**config.mk**
```make
export PLATFORM = sky130hd
export DESIGN_NAME = node_chain_top
export DESIGN_NICKNAME = d
export VERILOG_FILES = /design/src/design/node_pkg.sv /design/src/design/cmd_if.sv /design/src/design/cmd_deframer.sv /design/src/design/cmd_router.sv /design/src/design/local_reg_bank.sv /design/src/design/cmd_framer.sv /design/src/design/node_chain_top.sv
export VERILOG_INCLUDE_DIRS = /design/src /design/src/design
export SDC_FILE = /design/constraint.sdc
export NUM_CORES = 1
export LEC_CHECK = 0
export CORE_ASPECT_RATIO = 1.1
export CORE_MARGIN = 2
export CORE_UTILIZATION = 45
export DETAILED_ROUTE_END_ITERATION = 8
export DONT_BUFFER_PORTS = 1
export GPL_ROUTABILITY_DRIVEN = 0
export MAX_ROUTING_LAYER = met4
export SLEW_MARGIN = 10
export SYNTH_ARGS = -nofsm -noshare
export SYNTH_HDL_FRONTEND = slang
export SYNTH_SLANG_ARGS = --single-unit
```
**constraint.sdc**
```tcl
create_clock -name clk_sys -period 5.75 [get_ports clk_sys]
set_input_delay 0.575 -clock clk_sys [delete_from_list [all_inputs] [get_ports clk_sys]]
set_output_delay 0.575 -clock clk_sys [all_outputs]
set_load 0.03 [all_outputs]
```
**src/design/node_defines.svh**
```systemverilog
// node wide constants: broadcast device, register count, set-id address

`ifndef NODE_DEFINES_SVH
`define NODE_DEFINES_SVH

// device value that addresses every node in the chain
`define NODE_BROADCAST 8'hff

// depth of the local register bank
`define NODE_REG_COUNT 16

// address under the system module that selects set-id
`define NODE_SETID_ADDR 8'h00

`endif

```
**src/design/node_pkg.sv**
```systemverilog
// node types: module code enum and framer state enum

`default_nettype none

package node_pkg;

	// ------------------------------------------------------------
	// module field of a command
	// ------------------------------------------------------------
	typedef enum logic [7:0] {
		MOD_SYS  = 8'h00,
		MOD_REGS = 8'h01
	} node_mod_e;

	// ------------------------------------------------------------
	// output serializer
	// ------------------------------------------------------------
	typedef enum logic {
		FR_IDLE = 1'b0,
		FR_SEND = 1'b1
	} framer_state_e;

endpackage

`default_nettype wire

```
**src/design/cmd_if.sv**
```systemverilog
// command interface: four byte fields, one-cycle valid, source and sink modports

`default_nettype none

interface cmd_if;

	// fields hold only in the vld cycle
	logic [7:0] dev;
	logic [7:0] mod;
	logic [7:0] addr;
	logic [7:0] data;
	logic       vld;

	modport source (
		output dev,
		output mod,
		output addr,
		output data,
		output vld
	);

	modport sink (
		input dev,
		input mod,
		input addr,
		input data,
		input vld
	);

endinterface

`default_nettype wire

```
**src/design/cmd_deframer.sv**
```systemverilog
// cmd_deframer: collects four strobed rx bytes into one command pulse

`default_nettype none

module cmd_deframer (
	input  wire logic       clk_sys,
	input  wire logic       rst_n,
	input  wire logic [7:0] rx_byte,
	input  wire logic       rx_strobe,
	input  wire logic       rx_sof,
	cmd_if.source           cmd
);

	// 0 means no frame open, 1..3 bytes collected so far
	logic [2:0] idx;
	logic [7:0] dev_q;
	logic [7:0] mod_q;
	logic [7:0] addr_q;

	// ------------------------------------------------------------
	// byte index and frame tracking
	// ------------------------------------------------------------
	always_ff @(posedge clk_sys or negedge rst_n) begin
		if (!rst_n) begin
			idx     <= 3'd0;
			cmd.vld <= 1'b0;
		end else begin
			cmd.vld <= 1'b0;
			if (rx_strobe) begin
				if (rx_sof) begin
					// sof always restarts, even mid-frame
					idx <= 3'd1;
				end else if (idx == 3'd3) begin
					idx     <= 3'd0;
					cmd.vld <= 1'b1;
				end else if (idx != 3'd0) begin
					idx <= idx + 3'd1;
				end
				// no open frame, stray strobe dropped
			end
		end
	end

	// held bytes and assembled command
	always_ff @(posedge clk_sys) begin
		if (rx_strobe) begin
			if (rx_sof) begin
				dev_q <= rx_byte;
			end else if (idx == 3'd1) begin
				mod_q <= rx_byte;
			end else if (idx == 3'd2) begin
				addr_q <= rx_byte;
			end else if (idx == 3'd3) begin
				cmd.dev  <= dev_q;
				cmd.mod  <= mod_q;
				cmd.addr <= addr_q;
				cmd.data <= rx_byte;
			end
		end
	end

	a_idx_range: assert property (
		@(posedge clk_sys) disable iff (!rst_n)
		idx <= 3'd3
	);

endmodule

`default_nettype wire

```
**src/design/cmd_router.sv**
```systemverilog
// cmd_router: device id register, local and forward split of commands

`default_nettype none

`include "node_defines.svh"

module cmd_router
	import node_pkg::*;
(
	input  wire logic       clk_sys,
	input  wire logic       rst_n,
	cmd_if.sink             cmd_in,
	cmd_if.source           cmd_loc,
	cmd_if.source           cmd_fwd,
	output      logic [7:0] dev_id
);

	logic       broadcast;
	logic       localhost;
	logic       cmd_setid;
	logic [7:0] data_inc;

	assign broadcast = (cmd_in.dev == `NODE_BROADCAST);
	assign localhost = (cmd_in.dev == dev_id);
	assign cmd_setid = broadcast && (cmd_in.mod == MOD_SYS) &&
		(cmd_in.addr == `NODE_SETID_ADDR);
	assign data_inc  = cmd_in.data + 8'd1;

	// ------------------------------------------------------------
	// own id, numbered by the set-id broadcast
	// ------------------------------------------------------------
	always_ff @(posedge clk_sys or negedge rst_n) begin
		if (!rst_n) begin
			dev_id <= 8'h00;
		end else if (cmd_in.vld && cmd_setid) begin
			dev_id <= data_inc;
		end
	end

	// ------------------------------------------------------------
	// registered outputs, one cycle behind cmd_in
	// ------------------------------------------------------------
	always_ff @(posedge clk_sys) begin
		cmd_loc.dev  <= cmd_in.dev;
		cmd_loc.mod  <= cmd_in.mod;
		cmd_loc.addr <= cmd_in.addr;
		cmd_loc.data <= cmd_in.data;
		cmd_fwd.dev  <= cmd_in.dev;
		cmd_fwd.mod  <= cmd_in.mod;
		cmd_fwd.addr <= cmd_in.addr;
		// next node downstream numbers itself one higher
		cmd_fwd.data <= cmd_setid ? data_inc : cmd_in.data;
	end

	always_ff @(posedge clk_sys or negedge rst_n) begin
		if (!rst_n) begin
			cmd_loc.vld <= 1'b0;
			cmd_fwd.vld <= 1'b0;
		end else begin
			cmd_loc.vld <= cmd_in.vld && localhost;
			cmd_fwd.vld <= cmd_in.vld && !localhost;
		end
	end

	a_one_path: assert property (
		@(posedge clk_sys) disable iff (!rst_n)
		!(cmd_loc.vld && cmd_fwd.vld)
	);

endmodule

`default_nettype wire

```
**src/design/local_reg_bank.sv**
```systemverilog
// local_reg_bank: register writes from local commands, combinational read port

`default_nettype none

`include "node_defines.svh"

module local_reg_bank
	import node_pkg::*;
(
	input  wire logic       clk_sys,
	input  wire logic       rst_n,
	cmd_if.sink             cmd,
	input  wire logic [7:0] rd_addr,
	output      logic [7:0] rd_data
);

	localparam int IDX_W = $clog2(`NODE_REG_COUNT);

	logic [7:0] regs [`NODE_REG_COUNT];
	logic       wr_en;

	// only the register module with an in-range address writes
	assign wr_en = cmd.vld && (cmd.mod == MOD_REGS) &&
		(cmd.addr < 8'(`NODE_REG_COUNT));

	// ------------------------------------------------------------
	// write side
	// ------------------------------------------------------------
	always_ff @(posedge clk_sys or negedge rst_n) begin
		if (!rst_n) begin
			for (int i = 0; i < `NODE_REG_COUNT; i++) begin
				regs[i] <= 8'h00;
			end
		end else if (wr_en) begin
			regs[cmd.addr[IDX_W-1:0]] <= cmd.data;
		end
	end

	// ------------------------------------------------------------
	// read side, zero outside the bank
	// ------------------------------------------------------------
	always_comb begin
		if (rd_addr < 8'(`NODE_REG_COUNT)) begin
			rd_data = regs[rd_addr[IDX_W-1:0]];
		end else begin
			rd_data = 8'h00;
		end
	end

endmodule

`default_nettype wire

```
**src/design/cmd_framer.sv**
```systemverilog
// cmd_framer: serializes a forwarded command into four tx byte strobes

`default_nettype none

module cmd_framer
	import node_pkg::*;
(
	input  wire logic       clk_sys,
	input  wire logic       rst_n,
	cmd_if.sink             cmd,
	output      logic [7:0] tx_byte,
	output      logic       tx_strobe,
	output      logic       tx_sof
);

	framer_state_e state;
	// index of the next byte to put out
	logic [1:0]    cnt;
	logic [7:0]    mod_q;
	logic [7:0]    addr_q;
	logic [7:0]    data_q;

	// ------------------------------------------------------------
	// state machine and strobes
	// ------------------------------------------------------------
	always_ff @(posedge clk_sys or negedge rst_n) begin
		if (!rst_n) begin
			state     <= FR_IDLE;
			cnt       <= 2'd0;
			tx_strobe <= 1'b0;
			tx_sof    <= 1'b0;
		end else if (cmd.vld) begin
			// device byte goes out straight from the load
			state     <= FR_SEND;
			cnt       <= 2'd1;
			tx_strobe <= 1'b1;
			tx_sof    <= 1'b1;
		end else if (state == FR_SEND) begin
			tx_strobe <= 1'b1;
			tx_sof    <= 1'b0;
			cnt       <= cnt + 2'd1;
			if (cnt == 2'd3) begin
				state <= FR_IDLE;
			end
		end else begin
			tx_strobe <= 1'b0;
			tx_sof    <= 1'b0;
		end
	end

	// latched command and byte mux
	always_ff @(posedge clk_sys) begin
		if (cmd.vld) begin
			mod_q   <= cmd.mod;
			addr_q  <= cmd.addr;
			data_q  <= cmd.data;
			tx_byte <= cmd.dev;
		end else if (state == FR_SEND) begin
			case (cnt)
				2'd1:    tx_byte <= mod_q;
				2'd2:    tx_byte <= addr_q;
				default: tx_byte <= data_q;
			endcase
		end
	end

	// rx byte spacing keeps loads out of a running frame
	a_no_overrun: assert property (
		@(posedge clk_sys) disable iff (!rst_n)
		cmd.vld |-> state == FR_IDLE
	);

endmodule

`default_nettype wire

```
**src/design/node_chain_top.sv**
```systemverilog
// node_chain_top: deframer, router, register bank and framer of one chain node

`default_nettype none

module node_chain_top (
	input  wire logic       clk_sys,
	input  wire logic       rst_n,
	input  wire logic [7:0] rx_byte,
	input  wire logic       rx_strobe,
	input  wire logic       rx_sof,
	output      logic [7:0] tx_byte,
	output      logic       tx_strobe,
	output      logic       tx_sof,
	output      logic [7:0] dev_id,
	input  wire logic [7:0] rd_addr,
	output      logic [7:0] rd_data
);

	cmd_if cmd_rx ();
	cmd_if cmd_loc ();
	cmd_if cmd_fwd ();

	// ------------------------------------------------------------
	// input side
	// ------------------------------------------------------------
	cmd_deframer u_cmd_deframer (
		.clk_sys   (clk_sys),
		.rst_n     (rst_n),
		.rx_byte   (rx_byte),
		.rx_strobe (rx_strobe),
		.rx_sof    (rx_sof),
		.cmd       (cmd_rx.source)
	);

	cmd_router u_cmd_router (
		.clk_sys (clk_sys),
		.rst_n   (rst_n),
		.cmd_in  (cmd_rx.sink),
		.cmd_loc (cmd_loc.source),
		.cmd_fwd (cmd_fwd.source),
		.dev_id  (dev_id)
	);

	// ------------------------------------------------------------
	// output side
	// ------------------------------------------------------------
	local_reg_bank u_local_reg_bank (
		.clk_sys (clk_sys),
		.rst_n   (rst_n),
		.cmd     (cmd_loc.sink),
		.rd_addr (rd_addr),
		.rd_data (rd_data)
	);

	cmd_framer u_cmd_framer (
		.clk_sys   (clk_sys),
		.rst_n     (rst_n),
		.cmd       (cmd_fwd.sink),
		.tx_byte   (tx_byte),
		.tx_strobe (tx_strobe),
		.tx_sof    (tx_sof)
	);

endmodule

`default_nettype wire

```
## Yosys cells after proc, flatten, opt, wreduce, memory -nomap -nowiden

Cells that the tools add are included.

- $add $sub $neg: 3
- $lt $le $gt $ge: 5
- Eq/ne operators: 9
- Muxes and demuxes: 25
- Bitwise gates (word level): 5
- Reduce and logical (&&, ||, !) cells: 19

Operator list:

| kind | number |
|---|---|
| $bwmux W128 | 1 |
| $mux W8 | 7 |
| $bmux W8 S4 | 1 |
| $demux W8 S4 | 1 |
| $logic_not A8 Y1 | 2 |
| $lt A8 B5 Y1 const B | 2 |
| $pmux W8 S2 | 1 |
| $ge A5 B5 Y1 const B | 2 |
| $not A4 Y5 | 2 |
| $mux W1 | 9 |
| $mux W3 | 3 |
| $add A8 B1 Y8 const B | 1 |
| $eq A8 B1 Y1 const B | 1 |
| $eq A8 B8 Y1 | 1 |
| $eq A8 B8 Y1 const B | 1 |
| $logic_and A1 B1 Y1 | 8 |
| $eq A3 B2 Y1 const B | 2 |
| $reduce_bool A3 Y1 | 2 |
| $lt A5 B1 Y1 const B | 1 |
| $reduce_and A5 Y1 | 1 |
| $eq A2 B2 Y1 const B | 2 |
| $mux W2 | 2 |
| $reduce_and A2 Y1 | 2 |
| $reduce_and A4 Y1 | 1 |
| 8 further kinds | 10 |

- Register bits: 275
- Input bits: 20
- Output and inout bits: 26
- Logic and storage cells: 107

## Depth between registers and ports, before layout

Gate-level depths: netlist of the first run.

- Depth in word-level cells: 6
- Depth in mapped cells: 7
- Gate-level depth less buffers: 6

## Modules after synthesis

A second synthesis of the first run with hierarchy kept.

- Cell total of the unflattened synthesis: 715
- Area total of the unflattened synthesis: 11519.8 um^2

By module, submodules not included:

| module | times used | cells an instance | area each (um^2) | sequential area each (um^2) |
|---|---|---|---|---|
| local_reg_bank | 1 | 400 | 6207.2 | 3203.1 |
| cmd_deframer | 1 | 85 | 1979.4 | 1781.7 |
| cmd_router | 1 | 143 | 1806.7 | 1051.0 |
| cmd_framer | 1 | 87 | 1526.5 | 1086.0 |

## Worst setup path before layout of the first run

No wires, ideal clock.

- Path kind: input port to output port
- Start point: input rd_addr[0]
- End point: output rd_data[1]
- Data arrival time: 2090 ps
- Required time: 5175 ps
- Path slack: 3085 ps
- Stages: 6
- Path buffers: 2
- Path through: buf_2 -> buf_2 -> mux2i_1 -> a22oi_1 -> a22oi_1 -> o211ai_1

- Longest elaborated chain between the ends: 5
- Elaborated cells on any way between the ends: 6
- Those cells by class: 1 x order compare; 4 x mux; 1 x bitwise

RTL lines:

| element | RTL line | RTL |
|---|---|---|
| from (decl) | node_chain_top.sv:15 | `input wire logic [7:0] rd_addr,` |
| $not A4 Y5 (not written as such) | local_reg_bank.sv:44 | `rd_data = regs[rd_addr[IDX_W-1:0]];` |
| $bmux W8 S4 | local_reg_bank.sv:44 |  |
| $mux W8 (not written as such) (2 in series) | local_reg_bank.sv:44 |  |
| $mux W8 * | local_reg_bank.sv:43 | `` if (rd_addr < 8'(`NODE_REG_COUNT)) begin `` |
| to (decl) | node_chain_top.sv:16 | `output logic [7:0] rd_data` |

Every way passes the cells marked *; elsewhere a longest branch is shown, timed or not. The select of a mux whose other input is x is not followed.

## Worst setup path in the final report of the first run

- Start point: input rd_addr[7]
- End point: output rd_data[1]

- Longest elaborated chain between the ends: 2

RTL lines:

| element | RTL line |
|---|---|
| $lt A8 B5 Y1 | local_reg_bank.sv:43 |
| $mux W8 | local_reg_bank.sv:43 |

No other way between the ends.

==> flow_metrics.env, run 1 <==
export IMPL_synth_ff_type="dfrtp_1"
export IMPL_p_leak_nw=5.25
export IMPL_synth_cell_type_count=50
export IMPL_worstPathArrival_ps=2580
export IMPL_switching_share=0.246
export IMPL_syn_to_final_growth_pct=10.8
export IMPL_worstPathRequired_ps=5180
export IMPL_synth_avg_cell_area_um2=16.1
export IMPL_fin_crit_sh=0.548
export IMPL_drt_iter0_drc=337
export IMPL_final_max_slew_viol_count=0
export IMPL_die_area_um2=25900
export IMPL_layout_drive_gt1_share=0.330
export IMPL_h_tree_depth=1
export IMPL_final_setup_tns_ps=0
export IMPL_clock_skew_final_ps=15.8
export IMPL_core_area_um2=24300
export IMPL_yosys_warnings=0
export IMPL_grt_pass1_wl_um=36000
export IMPL_die_h_um=169
export IMPL_worst_pin_slew_ps=1050
export IMPL_cts_resized=0
export IMPL_crit_fanout=15
export IMPL_port_buffers=0
export IMPL_min_period_ps=3150
export IMPL_postLayoutCoreUtil=0.505
export IMPL_violations="hold timing"
export IMPL_pin_count=46
export IMPL_clkTransAtPathRegs_ps=60
export IMPL_critPathKind="input port to output port"
export IMPL_path_buf_inv=0
export IMPL_pre_cts_slack_ps=2620
export IMPL_layout_commonest_cell="dfrtp_1"
export IMPL_cts_tree="built"
export IMPL_clkPwrFrac=0.407
export IMPL_final_net_count=712
export IMPL_grt_max_degree=148
export IMPL_rsz0062_at_grt="no"
export IMPL_syn_area_um2=11100
export IMPL_grt_remaining_overflow=0
export IMPL_max_stage_delay_ps=860
export IMPL_postCtsSetupBuffers=0
export IMPL_power_density_nw_per_um2=356
export IMPL_stdcell_count=1017
export IMPL_fin_worst_hold_slack_ps=-41.5
export IMPL_p_sw_mw=1.07
export IMPL_root_buffer="clkbuf_16"
export IMPL_antenna_found_initial=0
export IMPL_status="finished, violations left"
export IMPL_path_delay_family="simple AND/OR/NAND/NOR gates"
export IMPL_hpwl_um=15100
export IMPL_syn_instance_count=687
export IMPL_clock_path_buffers=3
export IMPL_final_cell_mix="147 x dfrtp_1, 129 x mux2_2, 88 x edfxtp_1, 40 x dfxtp_1, 29 x clkbuf_16"
export IMPL_fin_ws_ps=2600
export IMPL_pwr_share_seq=0.517
export IMPL_num_vias=5637
export IMPL_clock_latency_ps=550
export IMPL_critPathSlowestCell="nor2b_1"
export IMPL_ir_worst_vdd_mv=0.225
export IMPL_min_path_type="input port to async pin"
export IMPL_antenna_cells=0
export IMPL_routed_via_density=5.54
export IMPL_maxCapViolCount=0
export IMPL_numCtsBuffers=29
export IMPL_multiInputGateArea_um2=3780
export IMPL_fp_row_count=60
export IMPL_slew_headroom=0.301
export IMPL_wire_per_inst_um=22.4
export IMPL_cts_sinks=275
export IMPL_cp_end_kind="output port"
export IMPL_cp_start_kind="input port"
export IMPL_syn_nets=715
export IMPL_yosys_register_bits=275
export IMPL_internal_power_mw=3.30
export IMPL_drtAntennaViolNets=0
export IMPL_largest_register="u_local_reg_bank.regs"
export IMPL_die_w_um=154
export IMPL_register_area_um2=7120
export IMPL_dr_pass1_iters=4
export IMPL_setup_viol=0
export IMPL_start_util=0.456
export IMPL_dp_cells=962
export IMPL_p_comb_frac=0.075
export IMPL_fmax_mhz=317
export IMPL_drt_total_wl_um=22800
export IMPL_fillers=2028
export IMPL_largest_reg_flops=128
export IMPL_ys_async_sr_fraction=0.535
export IMPL_track_usage=0.186
export IMPL_hold_buffers=1
export IMPL_finalHoldViolations=10
export IMPL_path_cells="nor4_1, nor2b_1, a22oi_1, o211ai_1"
export IMPL_drc=0
export IMPL_seq_area_frac_synth=0.642
export IMPL_synth_edf_count=88
export IMPL_grt_pass1_vias=6007
[final timing paths]
path	from	to	slack, ps	depth (start not counted)
worst max-delay path	rd_addr[7]	rd_data[1]	2600	4
worst min-delay path	rst_n	u_cmd_router.dev_id[3]	-40	1
min in group clk_sys	rx_sof	u_cmd_deframer.idx[1]	110	1
worst min register to register	u_cmd_deframer.cmd.mod[7]	u_cmd_router.cmd_fwd.mod[7]	370	0
max in group asynchronous	rst_n	u_local_reg_bank.regs[11]	5110	1
worst max register to register	u_cmd_router.cmd_fwd.addr[6]	u_local_reg_bank.regs[123]	3020	4
[logic make-up after synthesis]
family | count (synthesis) | share of synthesized area
mux | 177 | 0.206
xor+xnor | 22 | 0.0174
fa+ha+maj | 8 | 0.00903
buf+inv | 44 | 0.0169
simple gates | 103 | 0.0737
compound gates | 58 | 0.0347
flops | 275 | 0.642
[worst register-to-register path: cells and delay by family (launching register included)]
kind,cells,cell delay [ps]
simple gates,3,1880
mux,1,410
flops,1,310
[Yosys cell counts (2+ instances only)]
library cell	instances	share of area
mux4_2	25	0.051
and3_1	5	0.0028
dfxtp_1	40	0.072
mux2_4	8	0.011
xor2_1	14	0.011
o211ai_1	7	0.0047
buf_1	9	0.0030
a31oi_1	3	0.0017
inv_1	7	0.0024
nor2b_1	2	0.0011
nor4_1	3	0.0017
ha_1	8	0.0090
clkbuf_1	20	0.0068
and2_1	7	0.0039
a22oi_1	22	0.015
nand2b_1	6	0.0034
edfxtp_1	88	0.24
nand2_1	11	0.0037
nand3_1	20	0.0090
a21oi_1	10	0.0045
nor4b_2	2	0.0027
buf_2	6	0.0027
or4_1	3	0.0020
buf_6	2	0.0020
mux2i_1	15	0.014
mux2_2	129	0.13
dfrtp_1	147	0.33
nor4_4	7	0.013
nor3b_1	3	0.0020
nor2_1	15	0.0051
xnor2_1	8	0.0063
nor3_4	9	0.013
o21ai_0	9	0.0041
[area by class of cell]
class | count | share of cell area
Clock buffer | 45 | 0.0704
Timing Repair Buffer | 3 | 0.00346
Sequential cell | 275 | 0.579
Clock inverter | 9 | 0.00539
Inverter | 7 | 0.00214
Tap cell | 310 | 0.0316
Multi-Input combinational cell | 368 | 0.308
[power groups by stage]
| stage | clock network (mW) | logic (mW) | registers [mW] |
|---|---|---|---|
| 6_report | 1.78 | 0.330 | 2.26 |
| 3_5_place_dp | 0 | 0.313 | 2.30 |
| 2_1_floorplan | 0 | 0.252 | 2.27 |
| 3_3_place_gp | 0 | 0.298 | 2.29 |
| 5_1_grt | 1.92 | 0.381 | 2.27 |
| 4_1_cts | 1.82 | 0.338 | 2.26 |
[through the flow]
| stage | cell area, µm² | power (mW) |
|---|---|---|
| 2_1_floorplan | 11100 | 2.52 |
| 6_report | 12300 | 4.37 |
| 5_1_grt | 12300 | 4.57 |
| 4_1_cts | 12300 | 4.43 |
| 3_5_place_dp | 11300 | 2.61 |
| 3_3_place_gp | 11300 | 2.59 |
[metal layers]
metal  global-route usage  up-vias  part of all wire
li1                     -     2572                 -
met1                0.251     2917              0.46
met2                0.286      102              0.47
met3               0.0394       46             0.045
met4               0.0570        0             0.026
met5                    -        -                 0
Note: power is estimated with default switching activity, not from simulation.
==> run 2: changes to the inputs <==
--- a/config.mk
+++ b/config.mk
@@ -6,6 +6,7 @@
 export SDC_FILE = /design/constraint.sdc
 export NUM_CORES = 1
 export LEC_CHECK = 0
+export ABC_AREA = 1
 export CORE_ASPECT_RATIO = 1.1
 export CORE_MARGIN = 2
 export CORE_UTILIZATION = 45
==> constraint.sdc (replaced) <==
create_clock -name clk_sys -period 3 [get_ports clk_sys]
set_input_delay 0.3 -clock clk_sys [delete_from_list [all_inputs] [get_ports clk_sys]]
set_output_delay 0.3 -clock clk_sys [all_outputs]
set_load 0.03 [all_outputs]
==> run 2 against run 1 <==
  * The run still ends with hold timing left
  * Sequential power up 92%
  * Critical path type is now flop to output port
  * Combinational power is 84% higher
  * Total power increased by 100%
  * Die area is 8.3% higher
  * Routed wire length grew 36%
  * Clock skew fell by 2.7 ps
  * First-iteration DRC count rose to 3.4 times the previous value
  * Non-clock buffer count is 31 higher
  * Largest cell class unchanged
==> flow_metrics.env, run 2 <==
export IMPL_worst_pin_slew_ps=1180
export IMPL_ir_worst_vdd_mv=0.536
export IMPL_layout_commonest_cell="nand2_1"
export IMPL_final_cell_mix="517 x nand2_1, 147 x dfrtp_1, 141 x nand4_1, 91 x inv_1, 88 x edfxtp_1"
export IMPL_setup_viol=0
export IMPL_drtAntennaViolNets=0
export IMPL_fp_row_count=62
export IMPL_worstPathArrival_ps=1870
export IMPL_yosys_register_bits=275
export IMPL_p_leak_nw=6.36
export IMPL_fin_crit_sh=0.724
export IMPL_gr_usage_met2=0.348
export IMPL_yosys_warnings=0
export IMPL_routed_via_density=5.40
export IMPL_min_period_ps=2170
export IMPL_ys_async_sr_fraction=0.535
export IMPL_final_setup_tns_ps=0
export IMPL_clock_path_buffers=3
export IMPL_largest_register="u_local_reg_bank.regs"
export IMPL_crit_fanout=2
export IMPL_start_util=0.459
export IMPL_worstPathRequired_ps=2700
export IMPL_syn_instance_count=1317
export IMPL_layout_drive_gt1_share=0.0736
export IMPL_final_max_slew_viol_count=0
export IMPL_cts_tree="built"
export IMPL_min_path_type="input port to async pin"
export IMPL_synth_top_cell_area_share=0.306
export IMPL_slew_headroom=0.210
export IMPL_port_buffers=0
export IMPL_grt_busiest_layer="met2"
export IMPL_fin_worst_hold_slack_ps=-571
export IMPL_hold_buffers=10
export IMPL_synth_commonest_cells="517 x nand2_1, 147 x dfrtp_1, 141 x nand4_1"
export IMPL_syn_to_final_growth_pct=12.0
export IMPL_finalHoldViolations=147
export IMPL_synth_ff_type="dfrtp_1"
export IMPL_synth_cell_type_count=29
export IMPL_stdcell_area_um2=13500
export IMPL_synth_most_common_cell="nand2_1"
export IMPL_antenna_cells=0
export IMPL_hpwl_um=19100
export IMPL_dr_pass1_iters=5
export IMPL_antenna_found_initial=0
export IMPL_use_met3=0.0305
export IMPL_grt_pass1_wl_um=49500
export IMPL_grt_pass1_vias=8665
export IMPL_reg2reg_slack_ps=1020
export IMPL_core_area_um2=26200
export IMPL_synth_edf_count=88
export IMPL_ys_top_cells_by_area="dfrtp_1 31%, edfxtp_1 22%, nand2_1 16%, nand4_1 7.3%, dfxtp_1 6.7%"
export IMPL_cp_start_kind="flop"
export IMPL_postCtsSetupBuffers=0
export IMPL_root_buffer="clkbuf_16"
export IMPL_placed_cell_area_um2=12300
export IMPL_seq_area_frac_synth=0.592
export IMPL_final_net_count=1335
export IMPL_die_h_um=175
export IMPL_numCtsBuffers=30
export IMPL_die_area_um2=28100
export IMPL_wire_per_inst_um=18.4
export IMPL_clock_skew_final_ps=13.1
export IMPL_drc=0
export IMPL_synth_avg_cell_area_um2=9.13
export IMPL_violations="hold timing"
export IMPL_pin_count=46
export IMPL_cts_sinks=275
export IMPL_num_vias=9086
export IMPL_clkTransAtPathRegs_ps=60
export IMPL_clock_latency_ps=570
export IMPL_drt_iter0_drc=1149
export IMPL_cp_end_kind="output port"
export IMPL_critPathKind="flop to output port"
export IMPL_drt_total_wl_um=30900
export IMPL_synth_largest_area_cell="dfrtp_1"
export IMPL_largest_reg_flops=128
export IMPL_maxCapViolCount=0
export IMPL_grt_met1_usage=0.325
export IMPL_grt_remaining_overflow=0
export IMPL_syn_area_um2=12000
export IMPL_rsz0062_at_grt="no"
export IMPL_syn_nets=1345
export IMPL_grt_max_degree=148
export IMPL_status="finished, violations left"
export IMPL_track_usage=0.229
export IMPL_h_tree_depth=1
export IMPL_power_density_nw_per_um2=655
export IMPL_die_w_um=160
export IMPL_fmax_mhz=460
## run 2: cell count changes after synthesis, sizes merged, moves of 8 or more
cell	before	now
a22oi	22	0
buf	17	42
clkbuf	20	34
inv	7	92
mux2	137	0
mux2i	15	0
mux4	25	0
nand2	11	517
nand3	21	87
nand4	2	151
nor2	15	51
nor3	10	0
nor4	11	0
xor2	14	6
## run 2: through the flow
stage | worst slack, ps | total power, mW | std cells | hold WS (ps) | util
4_1_cts | 811 | 8.90 | 1683 | -596 | 0.514
3_5_place_dp | 995 | 5.00 | 1617 | 11.8 | 0.469
3_3_place_gp | 1020 | 4.98 | 1617 | 12.4 | 0.469
2_1_floorplan | 210 | 4.80 | 1317 | 4.41 | -
6_report | 828 | 8.83 | 1683 | -571 | 0.514
5_1_grt | 697 | 9.15 | 1683 | -597 | 0.514
## run 2: path summary, 6_finish.rpt
path                                         startpoint                     endpoint  depth (start not counted)
max                           u_local_reg_bank.regs[68]                   rd_data[4]                          7
min                                               rst_n    u_local_reg_bank.regs[78]                          0
max reg2reg                u_cmd_router.cmd_fwd.addr[5]    u_local_reg_bank.regs[25]                          6
min reg2reg                   u_cmd_deframer.cmd.mod[1]  u_cmd_router.cmd_fwd.mod[1]                          0
max in group asynchronous                         rst_n        u_cmd_deframer.idx[1]                          0
min in group clk_sys                             rx_sof      u_cmd_deframer.dev_q[2]                          2
## run 2: timing repair
| item | 4_1_cts | 5_1_grt |
|---|---|---|
| resized for setup | 0 | 0 |
| endpoints found under the hold margin | 183 | 147 |
| setup endpoints to repair | 0 | 0 |
## run 2: worst max-delay path, cell delays in order (launching register included)
cell and delay [ps]:
dfrtp_1 340, inv_1 40, nand2_1 50, nand3_1 180, nand3_1 170, nand3_1 90
a21oi_1 230, buf_4 200
## run 2: per-layer routing
layer	up-vias	wire length, µm	part of all wire
met3	49	1890	0.061
met4	0	769	0.025
met1	4333	14000	0.45
met5	-	0	0
met2	309	14200	0.46
li1	4395	-	-
## run 2: final cells by class
class	instances	area, µm²
timing repair buffer	34	305
clock inverter	22	236
multi-input combinational	873	4190
fill	2441	12700
inverter	93	349
clock buffer	34	840
tap	352	440
sequential	275	7120
## run 2: power by group
part / internal (mW) / switching, mW
Clock: 2.30 / 1.59
Sequential: 4.10 / 0.236
Combinational: 0.189 / 0.417
## run 2: logic make-up (layout without fill, tap and decap cells)
logic type / after synthesis / in the layout / synth area share
AND/OR/NAND/NOR: 809 / 809 / 0.309
flip-flops: 275 / 275 / 0.592
buffers and inverters: 169 / 183 / 0.0616
AO/OA/AOI/OAI: 45 / 45 / 0.0210
XOR/XNOR: 11 / 11 / 0.00801
adder cells (fa/ha/maj): 8 / 8 / 0.00832
